`src/common/isa_pkg.sv`:
```
package isa_pkg;

	typedef logic [31:0] word_t;
	typedef logic [4:0] reg_index_t;
	typedef logic [15:0] pc_t;

	typedef enum logic [5:0] {
		OP_SPECIAL = 6'h00,
		OP_ADDIU   = 6'h09,
		OP_HALT    = 6'h3d,
		OP_SEND    = 6'h3e,
		OP_RECV    = 6'h3f
	} opcode_t;

	typedef enum logic [5:0] {
		FN_SLL  = 6'h00,
		FN_ADDU = 6'h21,
		FN_SUBU = 6'h23,
		FN_OR   = 6'h25
	} funct_t;

	// fetch to execute, pc zero extended
	typedef struct packed {
		logic valid;
		pc_t pc;
		word_t inst;
	} fetch_bundle_t;

	typedef struct packed {
		opcode_t op;
		reg_index_t rs;
		reg_index_t rt;
		reg_index_t rd;
		logic [4:0] shamt;
		funct_t fn;
		logic [15:0] imm;
	} decoded_t;

endpackage

```
`src/common/serial_pkg.sv`:
```
package serial_pkg;

	typedef logic [7:0] byte_t;

	// valid held until the consumer takes the word
	typedef struct packed {
		logic valid;
		isa_pkg::word_t data;
	} word_stream_t;

endpackage

```
`src/rtl/word_assembler.sv`:
```
`timescale 1ns/1ps

module word_assembler (
	input logic CLK,
	input logic reset,
	input serial_pkg::byte_t rx_byte,
	input logic byte_valid,
	output serial_pkg::word_stream_t word_out,
	input logic word_ready
);

	logic [23:0] partial;
	logic [31:0] word_data;
	logic [1:0] byte_cnt;
	logic word_valid;
	logic take_byte;

	// byte lost if the previous word is still waiting
	assign take_byte = byte_valid && (!word_valid || word_ready);
	assign word_out = {word_valid, word_data};

	always_ff @(posedge CLK) begin
		if (reset) begin
			byte_cnt <= '0;
			word_valid <= 1'b0;
		end else begin
			if (word_valid && word_ready) word_valid <= 1'b0;
			if (take_byte) begin
				byte_cnt <= byte_cnt + 1'b1;
				if (byte_cnt == 2'd3) word_valid <= 1'b1;
			end
		end
	end

	// first byte ends up in the top
	always_ff @(posedge CLK) begin
		if (take_byte) begin
			partial <= {partial[15:0], rx_byte};
			if (byte_cnt == 2'd3) word_data <= {partial, rx_byte};
		end
	end

endmodule

```
`config.mk`:
```
export PLATFORM = sky130hd
export DESIGN_NAME = word_assembler
export DESIGN_NICKNAME = d
export VERILOG_FILES = /design/src/common/isa_pkg.sv /design/src/common/serial_pkg.sv /design/src/rtl/word_assembler.sv
export SDC_FILE = /design/constraint.sdc
export NUM_CORES = 1
export LEC_CHECK = 0
export BUFFER_PORTS_ARGS = -buffer_cell sky130_fd_sc_hd__buf_4
export CAP_MARGIN = 5
export CORE_ASPECT_RATIO = 0.75
export CORE_MARGIN = 3
export CORE_UTILIZATION = 23
export CTS_BUF_LIST = sky130_fd_sc_hd__clkbuf_4 sky130_fd_sc_hd__clkbuf_8
export CTS_CLUSTER_SIZE = 40
export DETAILED_ROUTE_END_ITERATION = 8
export GPL_TIMING_DRIVEN = 1
export HOLD_SLACK_MARGIN = 0.02
export SLEW_MARGIN = 30
export SYNTH_ARGS = -nofsm -noshare
export SYNTH_HDL_FRONTEND = slang
export SYNTH_SLANG_ARGS = --single-unit
export TNS_END_PERCENT = 10
```
`constraint.sdc`:
```
create_clock -name CLK -period 2.7 [get_ports CLK]
set_clock_uncertainty 0.15 [all_clocks]
set_input_delay 0.135 -clock CLK [delete_from_list [all_inputs] [get_ports CLK]]
set_output_delay 0.135 -clock CLK [all_outputs]
set_load 0.005 [all_outputs]
```
# Word level (Yosys, flattened, before mapping)
# Cells that the tools add are included.
totals:
  ff_bits: 59
  wordCells: 14
  output_inout_bits: 33
  in_bits: 12
classes:
  reduce_logical: 5
  mux: 3
  n_addsub: 1
  n_eq_ne: 1
op_table:
  columns: ["operator", "count"]
  rows:
  - ["2-to-1 mux 1 bit", 3]
  - ["adder 2 x 1 -> 2 bit (second input constant)", 1]
  - ["== test 2 bit (second input constant)", 1]
  - ["logical AND 1 bit", 2]
  - ["AND reduction 2 bit", 1]
  - ["logical NOT 1 bit", 1]
  - ["logical OR 1 bit", 1]

# Depth between registers and ports, before layout
logic_depth:
  word_depth: 4
  mapped_depth: 3

# Least setup slack after synthesis
# Ideal clock, no wire load.
synth_path:
  path_kind: "register -> register"
  from: "register byte_cnt[0]"
  to: "register word_data[0], enable pin"
  t_arrival_ns: 1.978
  n_path_buf: 0
  setup_time_ns: 0.425
  setup_slack_ns: 0.147
  path_stages_with_launch: 4
  required_time_ns: 2.125
  cell_sequence: "dfxtp_1 -> ha_1 -> nand2_1 -> nor2b_1"
synth_via:
  elab_chain_cells: 2
synth_rtl:
  columns: ["element", "line_no", "rtl"]
  rows:
  - ["from (decl)", "word_assembler.sv:14", "logic [1:0] byte_cnt;"]
  - ["from (signal assigned)", "word_assembler.sv:29", "byte_cnt <= byte_cnt + 1'b1;"]
  - ["== test 2 bit", "word_assembler.sv:39", "if (byte_cnt == 2'd3) word_data <= {partial, rx_byte};"]
  - ["AND reduction 2 bit (no source line)", null, null]
  - ["to (signal assigned)", "word_assembler.sv:39", null]
  - ["to (decl)", "word_assembler.sv:13", "logic [31:0] word_data;"]
# No other way between the ends.
# A chain may end at the register's enable or synchronous reset.

# Final worst setup path
layout_path:
  from: "register byte_cnt[0]"
  to: "register word_data[14], enable pin"
# The elaborated chain is that of the path after synthesis.

==> metrics.md <==
| Metric | Value |
|---|---|
| Status | `finished, final reports clean` |
| Post-synthesis sequential area ratio | `0.943` |
| DIE AREA | `9150 µm²` |
| Achievable Freq | `between 600 and 700 MHz` |
| Synth cell count leaders | `edfxtp_1, dfxtp_1, nand2b_1, o21ai_2` |
| Hold Crit Class | `input pin to flop` |
| Synthesized cell area | `approximately 1800 µm²` |
| Hold_buf cts | `11` |
| Initial antenna violation count | `0` |
| Actual slew at the worst max-slew pin | `0.429 ns` |
| Non-Filler Instances | `245` |
| Critical Path Start Type | `flop` |
| CTS sink cnt | `59` |
| Setup CP Type | `flop to flop` |
| WP data required | `2.52 ns` |
| Power Density | `708 nW/µm²` |
| First-pass GRT wire length | `4.82 mm` |
| Core area | `7570 µm²` |
| Post-CTS Setup Bufs | `0` |
| Most common cell in the synthesized netlist | `edfxtp_1` |
| Overflow after GRT | `0` |
| CTS buffer count | `9` |
| Area after DPL | `~2300 µm²` |
| CTS Root Cell | `clkbuf_8` |
| Final min period | `1.61 ns` |
| Max Buffers Root-to-Sink | `2` |
| Final setup vio count | `0` |
| Worst setup EP type | `flop` |
| Clock transition at the registers of the reported paths | `0.06 ns` |
| Crit-path slowest cell | `buf_4` |
| Share of layout cells above drive strength 1 | `0.438` |
| Worst path top cell family by delay | `buffers and inverters` |
| Die width | `109 µm` |
| Clock latency on the worst-skew pair | `0.32 ns` |
| Ranking of synthesized cells by area | `edfxtp_1, dfxtp_1, o21ai_2` |
| Post-synth EDFFs | `56` |
| Commonest register cell after synthesis | `edfxtp_1` |
| Rel. slew slack | `0.714` |
| Post-detail-place hpwl | `approximately 1.9 mm` |
| Maximum VDD drop | `0.185 mV` |
| Main combinational cell family by area after synthesis | `simple AND/OR/NAND/NOR gates` |
| Hold WS | `0.0483 ns` |
| Tcrit/Tclk final | `0.595` |
| Die height | `83.6 µm` |
| Yosys reg bits | `59` |
| Reg2reg path depth | `4` |
| Routed Antenna Nets | `0` |
| XOR/XNOR Fraction of Synth Area | `0` |
| Pin count of the biggest net entering global routing | `33` |
| Setup_tns | `0 ns` |
| Starting Density | `0.244` |
| CP Depth | `4` |
| WP buf/inv | `1` |
| Design Area, Final | `approximately 2600 µm²` |
| Slew Limit Fails | `0` |
| Antenna Cells | `0` |
| CTS tree | `done` |
| Detailed Route WL | `2.98 mm` |
| Gate count of the mapped netlist | `between 70 and 80` |
| H-Tree Depth | `3` |
| Syn_area_per_cell | `roughly 25 µm²` |
| Simple-Gate Fraction of Synth Area | `0.0339` |
| Initial drt markers | `35` |
| Io pins | `45` |
| Routed len/inst | `12.2 µm` |
| Vias | `877` |
| Synth Net Count | `86` |
| Remaining DRCs | `0` |
| Gpl congestion | `0.590` |
| Vias per cell | `3.58` |
| # resized after CTS | `0` |
| Yosys warnings | `0` |
| Site Rows | `27` |
| P_leak | `around 0.00096 µW` |
| NumNets Final | `152` |
| Crit path largest cell delay | `0.38 ns` |
| Final core occ | `0.345` |
| Hold path depth | `4` |
| RSZ-0062 raised after global routing | `false` |
| Max-cap violation count | `0` |
| Final hold vios | `0` |
| CP arrival | `about 1.4 ns` |
| Post-synth top area cell | `edfxtp_1` |
| Complex-gate fraction of the synthesized area | `0.0122` |
| Worst-path cell chain | `ha_1 > nand2_1 > nor2b_4 > buf_4` |
| Ys async rst share | `0` |
| Worst Path Max Fanout | `32` |
| Placed insts | `218` |
| Area delta synth->final | `41.3%` |
| Router iterations before antenna repair | `4` |
| Synth cell types | `14` |
| Synth Area in Adders | `0.00678` |
| Total GRT Usage | `0.0730` |
| R2r setup slk | `1.09 ns` |
| Mux share of post-synthesis cell area | `0` |
| Buffers on Ports | `44` |
| Yosys top cell area share | `0.911` |
| Number of global-route vias before repair | `938` |
## layout make-up
type,count,area [µm²]
clock inverter,4,41.3
tap,101,126
fill,755,4960
timing repair buffer,56,448
sequential,59,1740
multi-input combinational,13,105
clock buffer,12,146
## worst paths after layout
check | from | end
setup / recovery | byte_cnt[0] | word_data[14]
hold / removal | word_ready | byte_cnt[0]
setup reg to reg | byte_cnt[0] | word_data[14]
hold reg to reg | partial[19] | word_data[27]
## registers in the layout, summed over array words and instances, names as in the netlist
signal      flops
byte_cnt        2
partial        24
word_data      32
word_valid      1
## where the power goes
part           internal (µW)  total [µW]  switching (µW)
Clock                    448         750             302
Sequential              1030        1040            10.9
Combinational           30.0        53.2            23.2
Total                   1510        1850             336
## stage by stage
step / worst slack [ns] / power [µW]
after floorplan: 0.147 / 1080
after global placement: 1.13 / 1100
after detailed placement: 1.09 / 1110
after CTS: 1.07 / 1880
after global routing: 0.995 / 1930
final: 1.09 / 1850
## cells by family after synthesis
family | Yosys count
DFF | 59
and+or+nand+nor | 9
AOI/OAI and AO/OA | 3
buffers and inverters | 1
adders and majority gates | 1
## worst min-delay path, stage by stage
cell and delay, ns:
buf_4 0.07, nand2b_4 0.13, nand3_1 0.09, o21ai_2 0.06
## placed cells by master (no fill, tap or decap), types with 2 or more instances in the layout
| cell type | n |
|---|---|
| o21ai_2 | 2 |
| dlygate4sd3_1 | 11 |
| dfxtp_1 | 3 |
| nand2b_1 | 2 |
| clkbuf_8 | 9 |
| clkbuf_4 | 3 |
| edfxtp_1 | 56 |
| buf_4 | 45 |
| clkinv_1 | 3 |
## per-layer routing
metal	part of all wire	wire length [µm]	vias to the layer above	global-route usage
met2	0.47	1400	33	0.106
met1	0.42	1260	422	0.0795
met5	0	0	-	0
li1	-	-	417	-
met4	0.018	53	0	0.0340
met3	0.087	260	5	0.0534
Note: power is estimated with default switching activity, not from simulation.
