<file path="config.mk">
export PLATFORM = sky130hd
export DESIGN_NAME = uart_rx
export DESIGN_NICKNAME = d
export VERILOG_FILES = /design/src/common/isa_pkg.sv /design/src/common/serial_pkg.sv /design/src/uart/uart_rx.sv
export SDC_FILE = /design/constraint.sdc
export NUM_CORES = 1
export LEC_CHECK = 0
export BUFFER_PORTS_ARGS = -buffer_cell sky130_fd_sc_hd__buf_2
export CORE_MARGIN = 2
export CORE_UTILIZATION = 45
export DETAILED_ROUTE_END_ITERATION = 6
export PLACE_DENSITY = 0.74
export SETUP_SLACK_MARGIN = 0.02
export SYNTH_ARGS = -nofsm -noshare
export SYNTH_HDL_FRONTEND = slang
export SYNTH_SLANG_ARGS = --single-unit
</file>
<file path="constraint.sdc">
create_clock -name CLK -period 3.5 [get_ports CLK]
set_input_delay 0.7 -clock CLK [delete_from_list [all_inputs] [get_ports CLK]]
set_output_delay 0.7 -clock CLK [all_outputs]
set_load 0.03 [all_outputs]
</file>
<file path="src/common/isa_pkg.sv">
package isa_pkg;

	typedef logic [31:0] word_t;
	typedef logic [4:0] reg_index_t;
	typedef logic [15:0] pc_t;

	typedef enum logic [5:0] {
		OP_SPECIAL = 6'h00,
		OP_ADDIU   = 6'h09,
		OP_HALT    = 6'h3d,
		OP_SEND    = 6'h3e,
		OP_RECV    = 6'h3f
	} opcode_t;

	typedef enum logic [5:0] {
		FN_SLL  = 6'h00,
		FN_ADDU = 6'h21,
		FN_SUBU = 6'h23,
		FN_OR   = 6'h25
	} funct_t;

	// fetch to execute, pc zero extended
	typedef struct packed {
		logic valid;
		pc_t pc;
		word_t inst;
	} fetch_bundle_t;

	typedef struct packed {
		opcode_t op;
		reg_index_t rs;
		reg_index_t rt;
		reg_index_t rd;
		logic [4:0] shamt;
		funct_t fn;
		logic [15:0] imm;
	} decoded_t;

endpackage

</file>
<file path="src/common/serial_pkg.sv">
package serial_pkg;

	typedef logic [7:0] byte_t;

	// valid held until the consumer takes the word
	typedef struct packed {
		logic valid;
		isa_pkg::word_t data;
	} word_stream_t;

endpackage

</file>
<file path="src/uart/uart_rx.sv">
`timescale 1ns/1ps

module uart_rx #(
	parameter int CLKS_PER_BIT = 868
) (
	input logic CLK,
	input logic reset,
	input logic rx,
	output serial_pkg::byte_t rx_byte,
	output logic byte_valid
);

	typedef enum logic [1:0] {RX_IDLE, RX_START, RX_DATA, RX_STOP} rx_state_t;

	localparam int CW = $clog2(CLKS_PER_BIT);
	localparam logic [CW-1:0] HALF_BIT = CW'(CLKS_PER_BIT / 2 - 1);
	localparam logic [CW-1:0] FULL_BIT = CW'(CLKS_PER_BIT - 1);

	rx_state_t state;
	logic [1:0] rx_sync;
	logic [CW-1:0] clk_cnt;
	logic [2:0] bit_idx;

	// two flops, line idles high
	always_ff @(posedge CLK) begin
		if (reset) begin
			rx_sync <= 2'b11;
		end else begin
			rx_sync <= {rx_sync[0], rx};
		end
	end

	always_ff @(posedge CLK) begin
		if (reset) begin
			state <= RX_IDLE;
			clk_cnt <= '0;
			bit_idx <= '0;
			byte_valid <= 1'b0;
		end else begin
			byte_valid <= 1'b0;
			clk_cnt <= clk_cnt + 1'b1;
			case (state)
				RX_IDLE: begin
					clk_cnt <= '0;
					if (!rx_sync[1]) state <= RX_START;
				end
				RX_START: begin
					if (clk_cnt == HALF_BIT) begin
						clk_cnt <= '0;
						bit_idx <= '0;
						// line back high at mid-bit, not a real start
						state <= rx_sync[1] ? RX_IDLE : RX_DATA;
					end
				end
				RX_DATA: begin
					if (clk_cnt == FULL_BIT) begin
						clk_cnt <= '0;
						rx_byte <= {rx_sync[1], rx_byte[7:1]};
						bit_idx <= bit_idx + 1'b1;
						if (bit_idx == 3'd7) state <= RX_STOP;
					end
				end
				RX_STOP: begin
					if (clk_cnt == FULL_BIT) begin
						// framing error drops the byte
						byte_valid <= rx_sync[1];
						state <= RX_IDLE;
					end
				end
				default: state <= RX_IDLE;
			endcase
		end
	end

	a_single_pulse: assert property (@(posedge CLK) disable iff (reset)
		byte_valid |=> !byte_valid);

endmodule

</file>
======== Yosys cells after proc, flatten, opt, wreduce, memory -nomap -nowiden ========
Cells that the tools add are included.
word-level totals
  register bits ........................... 26
  logic and storage cells ................. 41
  output and inout port bits .............. 9
  bits of input ports ..................... 3
cells by class
  $add $sub $neg .......................... 2
  reduce and logical (&&, ||, !) cells .... 6
  eq/ne operators ......................... 11
  bitwise gates (word level) .............. 3
  muxes and demuxes ....................... 13
operator list
  cell                   count
  $pmux 10 s3            1
  $mux 10                2
  $mux 2                 6
  $add 10x1->10 const B  1
  $eq 10x10->1 const B   1
  $eq 10x9->1 const B    1
  $ne 2x2->1 const B     5
  $pmux 2 s4             1
  $mux 3                 2
  $pmux 3 s2             1
  $reduce_and 3->1       2
  $reduce_and 5->1       1
  $eq 2x2->1 const B     2
  $add 3x1->3 const B    1
  $eq 3x3->1 const B     1
  $not 1->1              3
  $reduce_or 3->1        1
  $eq 2x1->1 const B     1
  $logic_not 2->1        1
  $reduce_bool 2->1      1

======== Longest topological paths before layout ========
  depth in word-level cells ............... 4
  mapped depth ............................ 6
  depth with buffers taken out ............ 6

======== Least setup slack after synthesis ========
No wires, ideal clock.
  kind .................................... register -> register
  start point ............................. reg clk_cnt[0]
  end point ............................... reg rx_byte[0], enable pin
  arrival time ............................ 1704 ps
  library setup time ...................... 383 ps
  clock period less this slack ............ 2087 ps
  path buffers ............................ 0
  data required time ...................... 3117 ps
  stages on the path, launching flop included .. 5
  setup slack ............................. 1413 ps
  cell sequence ........................... dfxtp_1 -> ha_1 -> and4bb_2 -> nand4_2 -> nor3_1
on the way
  cells in the longest elaborated chain, start to end .. 2
ends and longest elaborated chain
  element                     RTL line       RTL
  start, declared             uart_rx.sv:21  logic [CW-1:0] clk_cnt;
  start signal, assigned      uart_rx.sv:41  clk_cnt <= clk_cnt + 1'b1;
  $eq 10x10->1                uart_rx.sv:56  if (clk_cnt == FULL_BIT) begin
  $reduce_and 3->1 (no line)  --
  end signal, assigned        uart_rx.sv:58  rx_byte <= {rx_sync[1], rx_byte[7:1]};
  end, declared               uart_rx.sv:9   output serial_pkg::byte_t rx_byte,
No other way between the ends.
A chain may end at the register's enable or synchronous reset.

======== Worst setup path in the final report ========
  start point ............................. reg clk_cnt[0]
  end point ............................... reg rx_byte[4], enable pin
The elaborated chain is that of the path after synthesis.

==> qor.yml <==
status: "complete, no violations"
yosys.area.top_type: "dfxtp_1"
netlist_top_cells_area: "dfxtp_1 (33%), edfxtp_1 (22%), nor2_1 (5.4%)"
layout.nets: 125
num-fill-cells: 202
routed_wl_um: 1822
hold_violations: 0
ios: 12
p_sw_frac: 0.1803
seqPwrFrac: 0.597
routedWlPerCell_um: 12.57
relSlewSlack: 0.2805
fmax_mhz: 413.6
pwr-share-clk: 0.383
overflow: 0
area_delta_synth_final_pct: 12.42
ys_types: 30
cts_resized: 0
firstDrtPassIters: 3
min_period_over_period: 0.6908
fin_worst_skew_ps: 9.117
clk_pin_slew_ps: 140
cts_tree: "built"
power_w: 0.0005252
endpoint_kind: "flop"
grt_max_degree: 16
cts-root-buf: "clkbuf_4"
rsz0062_at_grt: "no"
holdBufCountCts: 0
portBuffers: 11
yosysWarnings: 0
ys_top_cells_by_count: "dfxtp_1 (18), nor2_1 (16), edfxtp_1 (8)"
slew_violations: 0
post-route-util: 0.5476
finalSetupViolCount: 0
p_per_area_nw_per_um2: 421.4
drive_above_1_share: 0.1966
min_path_type: "reg2reg"
crit_arrival_ps: 2360
die-area_um2: 2877
rows: 17
cts_setup_buffers: 0
timing.final.crit_period_ps: 2418
power.switching_w: 0.00009468
combPwrFrac: 0.020
die_h_um: 53.64
start_util: 0.4871
grt_pass1_vias: 727
track_usage: 0.1492
syn_nets: 110
synth_async_sr_flop_share: 0
post-synth-top-count-cell: "dfxtp_1"
gp_congestion: 0.9027
place_hpwl_um: 1380
synth_top_area_frac: 0.3251
crit_type: "reg2reg"
core_um2: 2276
synth_edf_count: 8
vdd_drop_max_v: 0.0003314
ant_nets: 0
critPathMaxFanout: 8
synth-seq-cells: 26
antenna_cells: 0
p_leak_nw: 0.4461
synth_area_per_cell_um2: 10.76
clk-insertion-delay-late_ps: 320
drc_errors: 0
fin_tns_setup_ps: 0
grt_antenna_before_repair: 0
h-tree-depth: 1
internal-power_w: 0.0004305
grt_first_pass_wirelength_um: 3118
vias_per_cell: 5.234
synth-seq-area-share: 0.5418
die_w_um: 53.64
maxCapViolations: 0
synth_area_um2: 1109
cts.sinks: 26
cts_made_buffers: 3
drt_iter0_markers: 4
syn_inst: 103
cp.required_ps: 3450
worstMarginPinSlew_ps: 1071
clock_path_buffers: 2
start_kind: "flop"
synth_ff_type: "dfxtp_1"
vias: 759
-- metal layers --
metal	part of all wire	vias up	routed length (um)	track usage
li1	-	393	-	-
met1	0.47	354	852	0.1937
met2	0.50	8	909	0.2572
met3	0.022	4	40	0.02500
met4	0.010	0	19	0.03846
met5	0	-	0	0
-- registers in the layout, indices dropped and copies added (netlist names), named ones only --
register and flops:
rx_sync 2, state 1, clk_cnt 10, byte_valid 1
rx_byte 8, bit_idx 3
-- path summary, 6_finish.rpt --
path,from,to,slack [ps],cells after the start
max,clk_cnt[0],rx_byte[4],1080,4
min,rx_sync[0],rx_sync[1],430,1
max reg2reg,clk_cnt[0],rx_byte[4],1080,4
min reg2reg,rx_sync[0],rx_sync[1],430,1
-- logic make-up after synthesis --
group | share of synthesized area
xor+xnor | 0.06321
fa+ha+maj | 0.04515
buf+inv | 0.02144
simple gates | 0.2517
flops | 0.5418
compound gates | 0.06773
mux | 0.009030
-- critical path: stages, from the launching register on --
cell and delay [ps]:
dfxtp_1 420, ha_1 240, and4bb_2 280, nand4_2 200, nor3_1 910
-- layout make-up --
type	instances	area, um^2	area share
Clock buffer	3	22.52	0.01807
Clock inverter	1	30.03	0.02410
Inverter	5	18.77	0.01506
Multi-Input combinational cell	71	484.2	0.3886
Sequential cell	26	600.6	0.4819
Tap cell	28	35.03	0.02811
Timing Repair Buffer	11	55.05	0.04418
-- power by group through the flow --
stage          sequential (W)  clock [W]  combinational (W)
5_1_grt              0.000314   0.000218          0.0000118
3_3_place_gp         0.000320          0          0.0000103
3_5_place_dp         0.000320          0          0.0000105
6_report             0.000313   0.000201          0.0000106
2_1_floorplan        0.000319          0         0.00000684
4_1_cts              0.000313   0.000207          0.0000107
-- per-stage QoR --
stage	hold WS, ps	setup slack [ps]	area, um^2	std cells
after floorplan	389.5	1413	1109	103
final	431.4	1082	1246	145
after CTS	437.3	1058	1246	145
after global placement	396.5	1254	1194	141
after detailed placement	400.0	1064	1194	141
after global routing	444.3	897.3	1246	145
-- placed cells by master (no fill, tap or decap) --
cell type  netlist  layout
xnor2_1          6       6
nor2b_1          4       4
and4b_2          1       1
nor4_1           1       1
nor3b_1          1       1
and4_1           1       1
edfxtp_1         8       8
nor3b_2          1       1
ha_1             4       4
nor3_1           2       2
and4b_1          1       1
a21oi_1          2       2
or2_2            2       2
a21oi_2          1       1
a211o_1          1       1
nand3_1          7       7
o21ai_0          3       3
dfxtp_1         18      18
o221ai_4         1       1
mux2i_1          1       1
nand2_1          4       4
clkbuf_4         0       3
buf_2            1      11
nand4_2          1       1
nand4_1          5       5
and4bb_2         1       1
xor2_1           2       2
nor2_1          16      16
bufinv_16        0       1
nand4b_1         1       1
a31oi_1          1       1
inv_1            5       5
Note: power is estimated with default switching activity, not from simulation.
