## src/common/isa_pkg.sv

```systemverilog
package isa_pkg;

	typedef logic [31:0] word_t;
	typedef logic [4:0] reg_index_t;
	typedef logic [15:0] pc_t;

	typedef enum logic [5:0] {
		OP_SPECIAL = 6'h00,
		OP_ADDIU   = 6'h09,
		OP_HALT    = 6'h3d,
		OP_SEND    = 6'h3e,
		OP_RECV    = 6'h3f
	} opcode_t;

	typedef enum logic [5:0] {
		FN_SLL  = 6'h00,
		FN_ADDU = 6'h21,
		FN_SUBU = 6'h23,
		FN_OR   = 6'h25
	} funct_t;

	// fetch to execute, pc zero extended
	typedef struct packed {
		logic valid;
		pc_t pc;
		word_t inst;
	} fetch_bundle_t;

	typedef struct packed {
		opcode_t op;
		reg_index_t rs;
		reg_index_t rt;
		reg_index_t rd;
		logic [4:0] shamt;
		funct_t fn;
		logic [15:0] imm;
	} decoded_t;

endpackage

```

## src/common/serial_pkg.sv

```systemverilog
package serial_pkg;

	typedef logic [7:0] byte_t;

	// valid held until the consumer takes the word
	typedef struct packed {
		logic valid;
		isa_pkg::word_t data;
	} word_stream_t;

endpackage

```

## src/uart/uart_tx.sv

```systemverilog
`timescale 1ns/1ps

module uart_tx #(
	parameter int CLKS_PER_BIT = 868
) (
	input logic CLK,
	input logic reset,
	input logic tx_start,
	input serial_pkg::byte_t tx_byte,
	output logic tx,
	output logic tx_ready
);

	typedef enum logic {TX_IDLE, TX_SEND} tx_state_t;

	localparam int CW = $clog2(CLKS_PER_BIT);
	localparam logic [CW-1:0] FULL_BIT = CW'(CLKS_PER_BIT - 1);

	tx_state_t state;
	logic [CW-1:0] clk_cnt;
	logic [3:0] bit_idx;
	logic [8:0] frame;

	assign tx_ready = (state == TX_IDLE);

	always_ff @(posedge CLK) begin
		if (reset) begin
			state <= TX_IDLE;
			tx <= 1'b1;
			clk_cnt <= '0;
			bit_idx <= '0;
		end else begin
			case (state)
				TX_IDLE: begin
					if (tx_start) begin
						// data lsb first, stop bit shifts in behind
						frame <= {1'b1, tx_byte};
						tx <= 1'b0;
						clk_cnt <= '0;
						bit_idx <= '0;
						state <= TX_SEND;
					end
				end
				TX_SEND: begin
					clk_cnt <= clk_cnt + 1'b1;
					if (clk_cnt == FULL_BIT) begin
						clk_cnt <= '0;
						if (bit_idx == 4'd9) begin
							state <= TX_IDLE;
						end else begin
							tx <= frame[0];
							frame <= {1'b1, frame[8:1]};
							bit_idx <= bit_idx + 1'b1;
						end
					end
				end
				default: state <= TX_IDLE;
			endcase
		end
	end

	a_start_when_ready: assert property (@(posedge CLK) disable iff (reset)
		tx_start |-> tx_ready);

endmodule

```

## config.mk

```make
export PLATFORM = sky130hd
export DESIGN_NAME = uart_tx
export DESIGN_NICKNAME = d
export VERILOG_FILES = /design/src/common/isa_pkg.sv /design/src/common/serial_pkg.sv /design/src/uart/uart_tx.sv
export SDC_FILE = /design/constraint.sdc
export NUM_CORES = 1
export LEC_CHECK = 0
export BUFFER_PORTS_ARGS = -buffer_cell sky130_fd_sc_hd__buf_2
export CORE_MARGIN = 2
export CORE_UTILIZATION = 38
export CTS_CLUSTER_DIAMETER = 50
export DETAILED_ROUTE_END_ITERATION = 8
export PLACE_DENSITY = 0.62
export SYNTH_ARGS = -nofsm -noshare
export SYNTH_HDL_FRONTEND = slang
export SYNTH_SLANG_ARGS = --single-unit
```

## constraint.sdc

```tcl
create_clock -name CLK -period 2.6 [get_ports CLK]
set_input_delay 0.39 -clock CLK [delete_from_list [all_inputs] [get_ports CLK]]
set_output_delay 0.39 -clock CLK [all_outputs]
set_load 0.05 [all_outputs]
```

# == Word level (Yosys, flattened, before mapping) ==
# Index checks and enable logic that the tools add are counted.
# totals
regBits,25
input_bits,11
out_inout_bits,2
elab_cells,35
# classes
addsub,2
eq_ne,5
muxes,19
n_bitwise,2
reduce_logical,2
# ops
op,count
9-bit 2-to-1 mux,3
10-bit 2-to-1 mux,2
10-bit case mux with 2 select lines,1
9-bit case mux with 2 select lines,1
4-bit 2-to-1 mux,3
10-bit by 1-bit adder with 10-bit output (second input constant),1
10-bit == test (second input constant),1
4-bit case mux with 2 select lines,1
1-bit 2-to-1 mux,6
4-bit by 1-bit adder with 4-bit output (second input constant),1
4-bit == test (second input constant),1
2-bit inequality test (second input constant),2
1-bit case mux with 2 select lines,2
4-bit AND reduction,1
3-bit AND reduction,1
2-bit by 1-bit inequality test with 1-bit output (second input constant),1
1-bit inverter,2

# == Logic depth before layout (Yosys ltp) ==
# depth
depth_word,4
mapped_depth,6
ltp_nobuf,6

# == Worst setup path after synthesis ==
# Ideal clock, no wire load.
# synth_path
kind,flip-flop to flip-flop
startpoint,register clk_cnt[8]
endpoint,"register frame[0], enable pin"
setup_ps,375
t_arrival_ps,1711
t_required_ps,2225
slack_ps,513
stages_incl_launch_ff,5
n_path_buf,0
synth_period_minus_slack_ps,2087
path_cell_list,dfxtp_1 or3b_1 nor3_1 nand3_1 a21oi_1
# synth_between
elab_chain_len,3
# synth_lines
element,line,source
"start, declared",uart_tx.sv:20,logic [CW-1:0] clk_cnt;
"start signal, assigned",uart_tx.sv:45,clk_cnt <= clk_cnt + 1'b1;
10-bit == test,uart_tx.sv:46,if (clk_cnt == FULL_BIT) begin
2-bit by 1-bit inequality test with 1-bit output (no line),-,
4-bit AND reduction (no line),-,
"end signal, assigned",uart_tx.sv:37,"frame <= {1'b1, tx_byte};"
"end signal, assigned",uart_tx.sv:52,"frame <= {1'b1, frame[8:1]};"
"end, declared",uart_tx.sv:22,logic [8:0] frame;
# No other way between the ends.
# A chain may end at the register's enable or synchronous reset.

# == Worst setup path in the final report ==
# layout_path
startpoint,register clk_cnt[4]
endpoint,"register frame[5], enable pin"
# Same word-level chain as after synthesis.

==> impl_metrics.tcl <==
set metrics [dict create \
    hold-worst-slack_ns 0.324 \
    vias_per_cell 5.66 \
    worstSkewPairLatency_ns 0.32 \
    start_util 0.395 \
    drcViolationCount 0 \
    port_buffers 12 \
    final.setup.tns_ns 0 \
    cts_resized 0 \
    grt_usage 0.158 \
    cts_tree "yes" \
    pin_count 13 \
    cp.arrival_ns 2.26 \
    max_freq_mhz 452 \
    final_common_cell "dfxtp_1" \
    grt_pass1_vias 915 \
    maxCapViolations 0 \
    ys_seq_area_frac 0.473 \
    syn_to_final_growth_pct 12.9 \
    synthDistinctLibCells 37 \
    layout_common_cells "dfxtp_1 (16), buf_2 (12), nand2_1 (11)" \
    stdcell_count 170 \
    regArea_sq_um 561 \
    wl_microns 2290 \
    vias 963 \
    worstMarginPinSlew_ns 0.738 \
    drt_iter0_drc 18 \
    grt_max_degree 23 \
    gp_congestion 0.758 \
    crit_slowest_cell "nor3_1" \
    slew_headroom 0.507 \
    dieArea_sq_mm 0.00358 \
    outcome "finished, final reports clean" \
    grt_pass1_wl_microns 4190 \
    htreeDepth 1 \
    overflow 0 \
    clock_sinks 24 \
    worst-path-max-fanout 8 \
    yosys_warnings 0 \
    place.detailed.hpwl_microns 1680 \
    root_buffer "clkbuf_4" \
    die_x_microns 59.9 \
    hold_violations 0 \
    peakVddDrop_mv 0.313 \
    drive_gt1_frac 0.204 \
    start_kind "flop" \
    powerDensity_mw_per_mm2 550 \
    period_needed_ns 2.21 \
    syn_avg_cell_area_sq_um 9.64 \
    slowest_delay_ns 0.46 \
    cp-end-kind "flop" \
    rr_worst_depth 5 \
    netlist_area_sq_mm 0.00119 \
    cts_buffers 3 \
    drv_slew 0 \
    syn_inst 123 \
    holdCritPathClass "in -> reg" \
    grt_antenna_before_repair 0 \
    postCtsSetupRepairBufs 0 \
    antenna-diode-count 0 \
    crit_type "reg -> reg" \
    rsz0062_at_grt "false" \
    worst_clock_skew_ns 0.00524 \
    post-route-util 0.446 \
    rows 20 \
    ys_ff_latch 24 \
    whs_path_depth 2 \
    firstDrtPassIters 4 \
    required_ns 2.64 \
    period_share 0.851 \
    fin_nets 152 \
    nFillCells 302 \
    die_h_microns 59.9 \
    clk_path_buf_depth 2 \
    coreArea_sq_mm 0.00300 \
    synthesis.nets 137 \
    drtAntennaViolNets 0 \
    hold_buffers 0 \
    dp.cells 166 \
    leakagePower_nw 0.500 \
    multi_input_area_sq_um 598 \
    worstPathCellList "or3b_1 -> nor3_1 -> nand3_1 -> a21oi_1 -> buf_4" \
    clk_pin_slew_ns 0.13 \
    power_uw 736 \
    wl_per_cell_microns 13.5 \
    final-setup-viol-count 0 \
]
==> worst paths after layout <==
check | from | end | slack (ns)
setup / recovery | clk_cnt[4] | frame[5] | 0.39
hold / removal | tx_byte[7] | frame[7] | 0.32
setup reg to reg | clk_cnt[4] | frame[5] | 0.39
hold reg to reg | frame[0] | tx | 0.51
==> cell type report <==
cell class | instances | area share
well taps | 33 | 0.0308
multi-input cells | 92 | 0.447
clock inverters | 1 | 0.0224
repair buffers | 14 | 0.0561
clock buffers | 3 | 0.0168
flip-flops and latches | 24 | 0.419
inverters | 3 | 0.00841
==> per-layer routing <==
layer  up-vias  GRT usage  wire [microns]
met2        18      0.253            1130
met1       455      0.198            1040
met4         0     0.0571              31
met5         -          0               0
li1        486          -               -
met3         4     0.0519              86
==> sequential cells by signal, indices dropped and copies added (netlist names) <==
| signal | cells |
|---|---|
| state | 1 |
| frame | 8 |
| bit_idx | 4 |
| tx | 1 |
| clk_cnt | 10 |
==> worst max-delay path, delay by kind of cell (launching register included) <==
| kind | cells | cell delay, ns |
|---|---|---|
| AND/OR/NAND/NOR | 3 | 1.16 |
| AO/OA/AOI/OAI | 1 | 0.20 |
| buffers and inverters | 1 | 0.18 |
| flip-flops | 1 | 0.40 |
==> power by group <==
part	internal, mW	leakage, nW	total (mW)	switching, mW
clock	0.156	0.0279	0.268	0.112
combinational	0.0268	0.269	0.0601	0.0333
sequential	0.398	0.203	0.408	0.00996
==> per-stage QoR <==
stage,cell area [sq um],worst slack (ns)
final,1340,0.387
after global routing,1340,0.138
after CTS,1340,0.406
after detailed placement,1290,0.416
after global placement,1290,0.487
after floorplan,1190,0.513
==> synthesized netlist by cell type <==
| cell | number | share of area |
|---|---|---|
| dfxtp_1 | 16 | 0.27 |
| nand2_1 | 11 | 0.035 |
| nand3_1 | 9 | 0.038 |
| nor2_1 | 9 | 0.028 |
| a21oi_1 | 8 | 0.034 |
| edfxtp_1 | 8 | 0.20 |
| mux2_2 | 8 | 0.076 |
| nor3_1 | 5 | 0.021 |
| o21ai_0 | 5 | 0.021 |
| and3_1 | 3 | 0.016 |
| ha_1 | 3 | 0.032 |
| inv_1 | 3 | 0.0095 |
| nand4_1 | 3 | 0.016 |
| nand4b_1 | 3 | 0.022 |
| a211oi_1 | 2 | 0.013 |
| a31oi_1 | 2 | 0.011 |
| clkbuf_1 | 2 | 0.0063 |
| mux2i_1 | 2 | 0.017 |
| o311ai_0 | 2 | 0.015 |
| or3_1 | 2 | 0.011 |
| a211o_1 | 1 | 0.0074 |
| a21o_1 | 1 | 0.0063 |
| a22o_1 | 1 | 0.0074 |
| and2_1 | 1 | 0.0053 |
| buf_1 | 1 | 0.0032 |
| clkbuf_2 | 1 | 0.0042 |
| nand2b_1 | 1 | 0.0053 |
| nand3b_1 | 1 | 0.0063 |
| nand4bb_1 | 1 | 0.0095 |
| nor2b_1 | 1 | 0.0053 |
| nor3b_1 | 1 | 0.0063 |
| o211ai_1 | 1 | 0.0063 |
| o31a_2 | 1 | 0.0084 |
| or2_2 | 1 | 0.0053 |
| or3b_1 | 1 | 0.0074 |
| or4_1 | 1 | 0.0063 |
| xor2_1 | 1 | 0.0074 |
==> kinds of logic (layout without fill, tap and decap cells) <==
| logic type | count (synthesis) | count (layout) | share of synthesized area |
|---|---|---|---|
| compound gates | 24 | 24 | 0.129 |
| xor+xnor | 1 | 1 | 0.00739 |
| fa+ha+maj | 3 | 3 | 0.0316 |
| buf+inv | 7 | 21 | 0.0232 |
| flops | 24 | 24 | 0.473 |
| mux | 10 | 10 | 0.0928 |
| simple gates | 54 | 54 | 0.244 |
Power figures use the tool's default switching activity.
