File: src/common/isa_pkg.sv
package isa_pkg;

	typedef logic [31:0] word_t;
	typedef logic [4:0] reg_index_t;
	typedef logic [15:0] pc_t;

	typedef enum logic [5:0] {
		OP_SPECIAL = 6'h00,
		OP_ADDIU   = 6'h09,
		OP_HALT    = 6'h3d,
		OP_SEND    = 6'h3e,
		OP_RECV    = 6'h3f
	} opcode_t;

	typedef enum logic [5:0] {
		FN_SLL  = 6'h00,
		FN_ADDU = 6'h21,
		FN_SUBU = 6'h23,
		FN_OR   = 6'h25
	} funct_t;

	// fetch to execute, pc zero extended
	typedef struct packed {
		logic valid;
		pc_t pc;
		word_t inst;
	} fetch_bundle_t;

	typedef struct packed {
		opcode_t op;
		reg_index_t rs;
		reg_index_t rt;
		reg_index_t rd;
		logic [4:0] shamt;
		funct_t fn;
		logic [15:0] imm;
	} decoded_t;

endpackage

File: src/common/serial_pkg.sv
package serial_pkg;

	typedef logic [7:0] byte_t;

	// valid held until the consumer takes the word
	typedef struct packed {
		logic valid;
		isa_pkg::word_t data;
	} word_stream_t;

endpackage

File: src/rtl/word_sender.sv
`timescale 1ns/1ps

module word_sender (
	input logic CLK,
	input logic reset,
	input serial_pkg::word_stream_t send_req,
	output logic send_ready,
	output logic tx_start,
	output serial_pkg::byte_t tx_byte,
	input logic tx_ready
);

	import isa_pkg::*;

	typedef enum logic [1:0] {WS_IDLE, WS_START, WS_WAIT} ws_state_t;

	ws_state_t state;
	word_t hold;
	logic [1:0] byte_idx;

	assign send_ready = (state == WS_IDLE);
	assign tx_start = (state == WS_START);
	assign tx_byte = hold[31:24];

	always_ff @(posedge CLK) begin
		if (reset) begin
			state <= WS_IDLE;
			byte_idx <= '0;
		end else begin
			case (state)
				WS_IDLE: begin
					if (send_req.valid) begin
						byte_idx <= '0;
						state <= WS_START;
					end
				end
				WS_START: state <= WS_WAIT;
				WS_WAIT: begin
					// tx_ready is already low the cycle after tx_start
					if (tx_ready) begin
						if (byte_idx == 2'd3) begin
							state <= WS_IDLE;
						end else begin
							byte_idx <= byte_idx + 1'b1;
							state <= WS_START;
						end
					end
				end
				default: state <= WS_IDLE;
			endcase
		end
	end

	always_ff @(posedge CLK) begin
		if (send_ready && send_req.valid) begin
			hold <= send_req.data;
		end else if (state == WS_WAIT && tx_ready) begin
			hold <= {hold[23:0], 8'h00};
		end
	end

endmodule

File: config.mk
export PLATFORM = sky130hd
export DESIGN_NAME = word_sender
export DESIGN_NICKNAME = d
export VERILOG_FILES = /design/src/common/isa_pkg.sv /design/src/common/serial_pkg.sv /design/src/rtl/word_sender.sv
export SDC_FILE = /design/constraint.sdc
export NUM_CORES = 1
export LEC_CHECK = 0
export BUFFER_PORTS_ARGS = -buffer_cell sky130_fd_sc_hd__buf_2
export CORE_MARGIN = 8
export CORE_UTILIZATION = 30
export DETAILED_ROUTE_END_ITERATION = 8
export SKIP_CTS_REPAIR_TIMING = 1
export SLEW_MARGIN = 20
export SYNTH_ARGS = -nofsm -noshare
export SYNTH_HDL_FRONTEND = slang
export SYNTH_SLANG_ARGS = --single-unit
File: constraint.sdc
create_clock -name CLK -period 2.8 [get_ports CLK]
set_clock_uncertainty 0.05 [all_clocks]
set_input_delay 0.28 -clock CLK [delete_from_list [all_inputs] [get_ports CLK]]
set_output_delay 0.28 -clock CLK [all_outputs]
set_load 0.1 [all_outputs]
## Word level (Yosys, flattened, before mapping)

Cells that the tools add are included.

- Bitwise operators: 0
- Equal/unequal tests: 6
- Shifts and indexed selects: 0
- Divide/modulo/power cells: 0
- Reductions and logical operators: 7
- Order comparisons: 0
- Muxes and demuxes: 10
- $add $sub $neg: 1
- Multipliers: 0

Operators by type and width:

| operator | number |
|---|---|
| $mux W32 | 2 |
| $mux W2 | 5 |
| $ne A2 B2 Y1 const B | 3 |
| $pmux W2 S3 | 1 |
| $eq A2 B2 Y1 const B | 2 |
| $pmux W2 S2 | 1 |
| $reduce_and A4 Y1 | 1 |
| $reduce_bool A2 Y1 | 2 |
| $add A2 B1 Y2 const B | 1 |
| $eq A2 B1 Y1 const B | 1 |
| $logic_and A1 B1 Y1 | 2 |
| $logic_not A2 Y1 | 1 |
| $reduce_and A2 Y1 | 1 |
| $mux W1 | 1 |

- Word-level logic and storage cells: 27
- Bits in latches: 0
- Bits of input ports: 36
- Memory bits (read-only): 0
- Output and inout bits: 10
- Memory bits (writable): 0
- Register bits: 36
- Memories kept: 0

## Logic depth before layout (Yosys ltp)

Gate-level depths: netlist of run 1.

- Depth after elaboration: 4
- Gate-level depth with buffers: 5
- Depth with buffers taken out: 4

## Least setup slack after synthesis of run 1

OpenSTA, ideal clock, no wires.

- Path type: reg-to-reg
- From: register state[1]
- To: register hold[0] (enable)
- Data arrival time: 2.132 ns
- Path slack: 0.186 ns
- Path buffers: 1
- Data required time: 2.318 ns
- Cell stages (with the launch flop): 4
- Library setup time: 0.432 ns
- Period minus slack after synthesis: 2.614 ns
- Path through: dfxtp_1 -> buf_6 -> nand2b_1 -> a21oi_1

- Word-level cells in the longest chain between the ends: 3
- Elaborated cells between the ends (all ways): 5
- Classes of those cells: eq/ne (1); reduce/logical (4)

RTL lines:

| what | line | text |
|---|---|---|
| start: declaration | word_sender.sv:17 | `ws_state_t state;` |
| start signal: assignment | word_sender.sv:27 | `state <= WS_IDLE;` |
| start signal: assignment | word_sender.sv:34 | `state <= WS_START;` |
| start signal: assignment | word_sender.sv:37 | `WS_START: state <= WS_WAIT;` |
| $eq A2 B2 Y1 / $logic_not A2 Y1 (equally long branches) | word_sender.sv:57, word_sender.sv:21 |  |
| $logic_and A1 B1 Y1 (on tied branches) | word_sender.sv:57, word_sender.sv:55 |  |
| $reduce_bool A2 Y1 (no source line) * | -- |  |
| end signal: assignment | word_sender.sv:56 | `hold <= send_req.data;` |
| end signal: assignment | word_sender.sv:58 | `hold <= {hold[23:0], 8'h00};` |
| end: declaration | word_sender.sv:18 | `word_t hold;` |

Mark *: on every way between the ends. The rest lies on a longest branch, timed or not.
A chain may end at the register's enable or synchronous reset.

## Worst setup path in the final report of run 1

- From: register state[0]
- To: output tx_start

- Word-level cells in the longest chain between the ends: 1

RTL lines:

| what | line | text |
|---|---|---|
| $eq A2 B1 Y1 | word_sender.sv:22 | `assign tx_start = (state == WS_START);` |
| end: declaration | word_sender.sv:8 | `output logic tx_start,` |

No other way between the ends.

==> results of run 1 <==
## final cells by class
cell class | instances | share of cell area, %
Clock inverter | 1 | 0.260
Multi-Input combinational cell | 51 | 24.2
Clock buffer | 6 | 3.77
Inverter | 1 | 0.195
Sequential cell | 36 | 54.1
Timing Repair Buffer | 48 | 12.9
Tap cell | 70 | 4.55
## sequential cells by signal (all words and copies together), names as in the netlist
name and cells:
byte_idx 2, state 2, hold 32
## routing by layer
metal / vias to the layer above / share of wire [%] / track usage [%]
li1: 442 / - / -
met5: - / 0 / 0
met3: 7 / 13 / 4.78
met2: 36 / 46 / 12.2
met4: 0 / 2.9 / 4.98
met1: 377 / 38 / 6.92
## power by group through the flow
stage,Combinational (mW),Clock [mW],Sequential (mW)
2_1_floorplan,0.234,0,0.681
3_3_place_gp,0.264,0,0.683
3_5_place_dp,0.268,0,0.687
4_1_cts,0.269,0.341,0.675
5_1_grt,0.284,0.363,0.680
6_report,0.266,0.327,0.674
## logic make-up after synthesis
family	share of synthesized area, %
AOI/OAI and AO/OA	1.79
adders and majority gates	0.780
buffers and inverters	6.79
DFF	64.9
muxes	17.5
and+or+nand+nor	8.27
## layout by cell type (no fill, tap or decap), types with 2 or more instances in the layout
master,count
buf_4,3
dfxtp_1,4
buf_2,45
edfxtp_1,32
nand2_1,2
nor2_1,5
a21oi_1,3
and2_1,8
clkbuf_8,5
mux2_2,24
## worst paths after layout
kind | start | end | cells past startpoint
worst max-delay path | state[0]$_SDFFE_PP0P_ | tx_start | 2
worst min-delay path | reset | byte_idx[1]$_SDFFE_PP0P_ | 2
worst max register to register | state[1]$_SDFFE_PP0P_ | hold[29]$_DFFE_PP_ | 3
worst min register to register | hold[0]$_SDFFCE_PN0P_ | hold[8]$_DFFE_PP_ | 1
## per-stage QoR
stage	cell area (um2)	setup WS [ns]
floorplan	1600	0.186
global placement	1850	1.28
detailed placement	1850	1.20
CTS	1920	0.954
global route	1920	0.896
finish	1920	0.940
==> qor.csv, run 1 <==
metric;value;unit
grt_first_pass_wirelength;4.28;mm
cp_max_fo;7;
final_nets;180;
io_buffer_count;45;
internal_power;0.912;mW
maxSlewHeadroom;67.1;%
combPwrFrac;21.0;%
cts_made_buffers;5;
antenna_cells;0;
grt_pass1_vias;947;
utilization;37.4;%
fin_tns_setup;0;ns
drive_above_1_share;56.6;%
cts_root_buf;clkbuf_8;
synthesis.nets;137;
ys_seq_elements;36;
synth_seq_area_share;64.9;%
ys_top_cells_by_area;edfxtp_1 60%, mux2_2 17%, dfxtp_1 5.0%, buf_4 3.7%, and2_1 3.1%;
switching_share;28.0;%
path_class;flip-flop to output port;
period_minus_slack;1.86;ns
synth_area;1600;um2
maxSlewViolCount;0;
die_area;7940;um2
io_pins;46;
total_power;1.27;mW
grt_max_degree;33;
cts_max_level;2;
p_clk_share;25.8;%
antenna_found_initial;0;
grt_remaining_overflow;0;
drt_iter0_drc;52;
fp.dieW;89.1;um
synthFlopType;edfxtp_1;
num_vias;862;
rows;26;
start_util;31.2;%
finalWirelength;2.83;mm
cp_num_buf_inv;1;
p_per_area;659;nW/um2
drt-pass1-iter-count;4;
cap_violations;0;
cts_tree;yes;
num-fill-cells;539;
r2r_setup_slack;1.21;ns
synth_top_area_share;59.9;%
die_y;89.1;um
power_leakage;0.745;nW
synth.distinct_cells;18;
drc;0;
startpoint_type;flip-flop;
cts.sinks;36;
synth.most_common_cell;edfxtp_1;
synth_edf_count;32;
ys_top_cells_by_count;32 x edfxtp_1, 24 x mux2_2, 8 x and2_1, 8 x buf_4, 5 x nor2_1;
syn_to_final_growth;19.9;%
period_share;66.4;%
vdd_drop_max;0.190;mV
slowest_stage;dfxtp_1;
finalSetupViolCount;0;
clkSlewWorstSetupHoldPaths;0.06;ns
clock_path_buffers;2;
slowest_delay;0.53;ns
yosysTopAreaCell;edfxtp_1;
hold_class;primary input to flip-flop;
wl_per_cell;13.3;um
crit_chain;nor2b_1, buf_2;
seqPwrFrac;53.2;%
ys.warnings.count;0;
syn_avg_cell_area;16.0;um2
grt_usage;7.54;%
gp_congestion;0.697;
cp.required;2.47;ns
finalNonFillerCells;213;
cp-end-kind;output port;
max_freq;538;MHz
finalHoldViolations;0;
drtAntennaViolNets;0;
status;finished, final reports clean;
dp_hpwl;2.17;mm
worst_pin_slew;0.496;ns
p_switching;0.355;mW
syn_inst;100;
multi_input_comb_area;465;um2
synth-async-reset-ratio;0;%
crit_family;flip-flops;
viasPerCell;4.05;
worstPathArrival;1.53;ns
fp.coreArea;5140;um2
rsz0062_at_grt;no;
holdWs;0.153;ns
seqCellArea;1040;um2
dp_cells;206;
clk_latency;0.28;ns
(Power assumes the default switching activity.)
==> run 2: changes to the inputs <==
==> constraint.sdc (replaced) <==
create_clock -name CLK -period 1.6 [get_ports CLK]
set_clock_uncertainty 0.05 [all_clocks]
set_input_delay 0.16 -clock CLK [delete_from_list [all_inputs] [get_ports CLK]]
set_output_delay 0.16 -clock CLK [all_outputs]
set_load 0.1 [all_outputs]
==> run 2 against run 1 <==
Die area unchanged. Worst setup slack got worse by 0.85 ns. Flip-flop and latch count unchanged. Count of clock-buffer cells in the layout decreased by 1. Sequential power increased by 74%. Hold slack got worse by 0.12 ns. Sequential share of layout area decreased by 2.4 points. Via count increased by 5.5%. Core utilization increased by 1.7 points. Non-clock buffer count increased by 3. Critical endpoint is now send_ready. Highest routed layer unchanged.
==> qor.csv, run 2 (synthesized netlist as in run 1, its figures left out) <==
metric;value;unit
status;finished, final reports clean;
fin_tns_setup;0;ns
maxSlewHeadroom;67.6;%
maxSlewViolCount;0;
clock_path_buffers;2;
ff2ff_path_depth;3;
power_leakage;0.783;nW
dp_cells;209;
antenna_cells;0;
r2r_setup_slack;0.16;ns
final_common_cell;buf_2;
placed_area;1910;um2
grt_usage;7.80;%
design_area;2010;um2
cap_violations;0;
post-place-ws;0.147;ns
drtAntennaViolNets;0;
clkSlewWorstSetupHoldPaths;0.07;ns
startpoint_type;flip-flop;
r2r_start;state[1]$_SDFFE_PP0P_;
cp-startpoint;state[1]$_SDFFE_PP0P_;
largest_register_ffs;32;
antenna_found_initial;0;
grtUsageMet3;3.95;%
utilization;39.1;%
die_area;7940;um2
r2r_end;hold[21]$_DFFE_PP_;
drt_iter0_drc;41;
period_minus_slack;1.51;ns
grt_first_pass_wirelength;4.55;mm
cts.sinks;36;
fp.coreArea;5140;um2
viasPerCell;4.19;
num_vias;909;
grt_remaining_overflow;0;
met2_usage;12.6;%
grt_pass1_vias;987;
seqCellArea;1040;um2
cp-endpoint;send_ready;
cp_max_fo;6;
grt_max_degree;33;
hold_class;primary input to flip-flop;
wl_per_cell;13.4;um
cts_root_buf;clkbuf_8;
clk_latency;0.28;ns
drt-pass1-iter-count;4;
use_met1;8.32;%
max_freq;660;MHz
rsz0062_at_grt;no;
cp.required;1.39;ns
multi_input_comb_area;475;um2
worst_pin_slew;0.489;ns
vdd_drop_max;0.618;mV
final_cell_mix;44 x buf_2, 32 x edfxtp_1, 24 x mux2_2;
drc;0;
io_pins;46;
finalNonFillerCells;217;
start_util;31.2;%
fp.dieW;89.1;um
reg_top3;hold: 32 flops, byte_idx: 2 flops, state: 2 flops;
dp_hpwl;2.23;mm
finalWirelength;2.91;mm
finalHoldViolations;0;
die_y;89.1;um
fin_ws;0.0856;ns
period_share;94.7;%
rows;26;
gp_congestion;0.678;
syn_to_final_growth;25.4;%
drive_above_1_share;58.5;%
final_nets;183;
cts_made_buffers;5;
io_buffer_count;45;
finalSetupViolCount;0;
num-fill-cells;522;
cp-end-kind;output port;
regMostFlops;hold;
path_class;flip-flop to output port;
p_per_area;1210;nW/um2
hold_path_depth;2;
total_power;2.43;mW
busiest_layer;met2;
holdWs;0.0347;ns
cts_tree;yes;
worstPathArrival;1.30;ns
cts_max_level;2;
==> run 2: cell types whose count changed in the layout (fill, tap and decap cells not counted) <==
cell / before / now
bufinv_16: 0 / 1
nor2_1: 5 / 4
buf_2: 45 / 44
clkinv_2: 1 / 0
clkbuf_1: 1 / 0
nor2b_1: 1 / 0
clkinv_1: 0 / 2
nor2_2: 0 / 1
buf_4: 3 / 5
buf_12: 0 / 2
nor2b_4: 0 / 1
==> run 2: worst min path at each step <==
stage          startpoint                       end  slack (ns)
3_3_place_gp        reset  byte_idx[0]$_SDFFE_PP0P_        0.32
4_1_cts             reset  byte_idx[1]$_SDFFE_PP0P_        0.02
3_5_place_dp        reset  byte_idx[1]$_SDFFE_PP0P_        0.33
2_1_floorplan       reset  byte_idx[0]$_SDFFE_PP0P_        0.18
5_1_grt             reset  byte_idx[0]$_SDFFE_PP0P_        0.03
6_report            reset  byte_idx[1]$_SDFFE_PP0P_        0.03
==> run 2: routing by layer <==
metal / up-vias / share of wire [%] / wire [um]
met1: 421 / 40 / 1160
met2: 35 / 48 / 1390
met3: 4 / 12 / 335
met4: 0 / 0.93 / 27
li1: 449 / - / -
met5: - / 0 / 0
==> run 2: where the power goes <==
group	switching, mW	internal, mW
sequential	0.0237	1.15
clock	0.305	0.453
combinational	0.327	0.175
==> run 2: worst max-delay path: stages (launching register included) <==
cell and delay [ns]:
dfxtp_1 0.34, buf_4 0.17, nor2_2 0.09, buf_2 0.42
==> run 2: cell type report <==
cell class	instances	share of cell area, %
Multi-Input combinational cell	51	23.6
Sequential cell	36	51.7
Clock buffer	5	3.42
Clock inverter	3	1.87
Inverter	1	0.187
Timing Repair Buffer	51	14.8
Tap cell	70	4.35
==> run 3: changes to the inputs <==
--- a/config.mk
+++ b/config.mk
@@ -5,6 +5,7 @@
 export SDC_FILE = /design/constraint.sdc
 export NUM_CORES = 1
 export LEC_CHECK = 0
+export ABC_AREA = 1
 export BUFFER_PORTS_ARGS = -buffer_cell sky130_fd_sc_hd__buf_2
 export CORE_MARGIN = 8
 export CORE_UTILIZATION = 30
==> run 3 against run 2 <==
Synthesized cell count grew 67%. Non-clock buffer count up 1. Critical path depth did not move. Wire length is 9.9% higher. First-iteration DRC count decreased by 24%. Final area up 3.0%. Worst setup slack worse by 0.032 ns. Via count rose by 29%. Combinational power up 12%.
==> qor.csv, run 3 <==
metric;value;unit
max_freq;646;MHz
io_pins;46;
yosysTopAreaCell;edfxtp_1;
ff2ff_path_depth;5;
ys_top_cells_by_area;edfxtp_1 58%, nand2_1 12%, nand3_1 7.2%, dfxtp_1 4.8%, buf_4 4.5%;
syn_inst;167;
cp_max_fo;3;
antenna_found_initial;0;
maxSlewViolCount;0;
grt_remaining_overflow;0;
startpoint_type;flip-flop;
clk_latency;0.28;ns
cts_tree;yes;
cap_violations;0;
start_util;30.5;%
switching_share;29.4;%
crit_family;buffers and inverters;
vdd_drop_max;0.358;mV
use_met1;8.90;%
reg_top3;hold: 32 flops, byte_idx: 2 flops, state: 2 flops;
synth_top_area_share;57.9;%
ys_top_cells_by_count;55 x nand2_1, 32 x edfxtp_1, 24 x nand3_1;
regMostFlops;hold;
rows;27;
syn_avg_cell_area;9.93;um2
synth_seq_area_share;62.7;%
slowest_delay;0.45;ns
rsz0062_at_grt;no;
seqPwrFrac;47.1;%
grt_max_degree;37;
finalHoldViolations;0;
internal_power;1.78;mW
worstPathArrival;1.34;ns
worst_pin_slew;0.493;ns
drtAntennaViolNets;0;
drt-pass1-iter-count;4;
p_per_area;1220;nW/um2
synth_edf_count;32;
synth_area;1660;um2
total_power;2.52;mW
final_common_cell;nand2_1;
synth.most_common_cell;nand2_1;
ys.warnings.count;0;
dp_hpwl;2.27;mm
p_clk_share;30.6;%
combPwrFrac;22.4;%
io_buffer_count;45;
cts_made_buffers;5;
cp.required;1.39;ns
synth.distinct_cells;17;
synthFlopType;edfxtp_1;
fp.coreArea;5440;um2
die_area;8170;um2
grt_pass1_vias;1172;
synth-async-reset-ratio;0;%
p_switching;0.741;mW
drc;0;
grt_usage;8.21;%
drive_above_1_share;29.4;%
cts_root_buf;clkbuf_8;
status;finished, final reports clean;
final_nets;247;
cts_max_level;2;
met2_usage;13.3;%
cts.sinks;36;
final_cell_mix;55 x nand2_1, 44 x buf_2, 32 x edfxtp_1;
largest_register_ffs;32;
maxSlewHeadroom;67.4;%
hold_path_depth;3;
finalSetupViolCount;0;
hold_class;primary input to flip-flop;
synthesis.nets;204;
syn_to_final_growth;25.0;%
antenna_cells;0;
drt_iter0_drc;31;
period_share;96.7;%
slowest_stage;buf_2;
finalWirelength;3.19;mm
num-fill-cells;548;
path_class;flip-flop to output port;
ys_seq_elements;36;
cp-end-kind;output port;
grtUsageMet3;3.41;%
busiest_layer;met2;
crit_cells;3;
fp.dieW;90.4;um
period_minus_slack;1.55;ns
die_y;90.4;um
clock_path_buffers;2;
wl_per_cell;11.3;um
cp_num_buf_inv;2;
crit_chain;inv_1, nor2_2, buf_2;
gp_congestion;0.789;
viasPerCell;4.16;
utilization;38.1;%
power_leakage;0.976;nW
num_vias;1176;
clkSlewWorstSetupHoldPaths;0.07;ns
grt_first_pass_wirelength;5.34;mm
==> run 3: path summary, 6_finish.rpt <==
kind	start	slack [ns]	to
worst max-delay path	state[0]$_SDFFE_PP0P_	0.05	tx_start
worst min-delay path	send_req[1]	0.12	hold[1]$_SDFFCE_PN0P_
worst max register to register	state[0]$_SDFFE_PP0P_	0.24	hold[7]$_SDFFCE_PN0P_
worst min register to register	hold[11]$_DFFE_PP_	0.46	hold[19]$_DFFE_PP_
==> run 3: power groups by stage <==
stage | clock, mW | combinational [mW] | sequential, mW
2_1_floorplan | 0 | 0.455 | 1.20
3_3_place_gp | 0 | 0.550 | 1.21
3_5_place_dp | 0 | 0.556 | 1.21
4_1_cts | 0.784 | 0.558 | 1.19
5_1_grt | 0.828 | 0.618 | 1.20
6_report | 0.771 | 0.564 | 1.19
==> run 3: per-stage QoR <==
step | worst slack [ns] | instance area (um2) | hold slack [ns] | instances | TNS [ns]
4_1_cts | -0.0172 | 2040 | -0.0199 | 280 | -0.0172
3_5_place_dp | 0.226 | 1940 | 0.284 | 272 | 0
5_1_grt | 0.00371 | 2070 | 0.123 | 283 | 0
2_1_floorplan | 0.0188 | 1670 | 0.179 | 167 | 0
3_3_place_gp | 0.252 | 1940 | 0.289 | 272 | 0
6_report | 0.0531 | 2070 | 0.116 | 283 | 0
==> run 3: cell families (layout without fill, tap and decap cells) <==
family / count (synthesis) / count (layout) / share of synthesized area (%)
flip-flops: 36 / 36 / 62.7
AO/OA/AOI/OAI: 4 / 4 / 1.36
adder cells (fa/ha/maj): 1 / 1 / 0.754
buffers and inverters: 28 / 72 / 10.0
AND/OR/NAND/NOR: 98 / 98 / 25.1
==> run 3: cell type report <==
cell class	instances	area, um2	area share (%)
inverters	12	45.0	2.17
repair buffers	52	324	15.6
clock buffers	6	72.6	3.50
clock inverters	2	35.0	1.69
multi-input cells	103	465	22.5
flip-flops and latches	36	1040	50.2
well taps	72	90.1	4.35
==> run 3: tightest hold or removal path: stages <==
cell,delay (ns)
buf_2,0.07
inv_1,0.03
nor2_1,0.08
==> run 3: per-layer routing <==
metal | part of all wire (%) | up-vias
met5 | 0 | -
met4 | 2.0 | 0
met3 | 7.0 | 5
met2 | 49 | 39
met1 | 42 | 510
li1 | - | 622
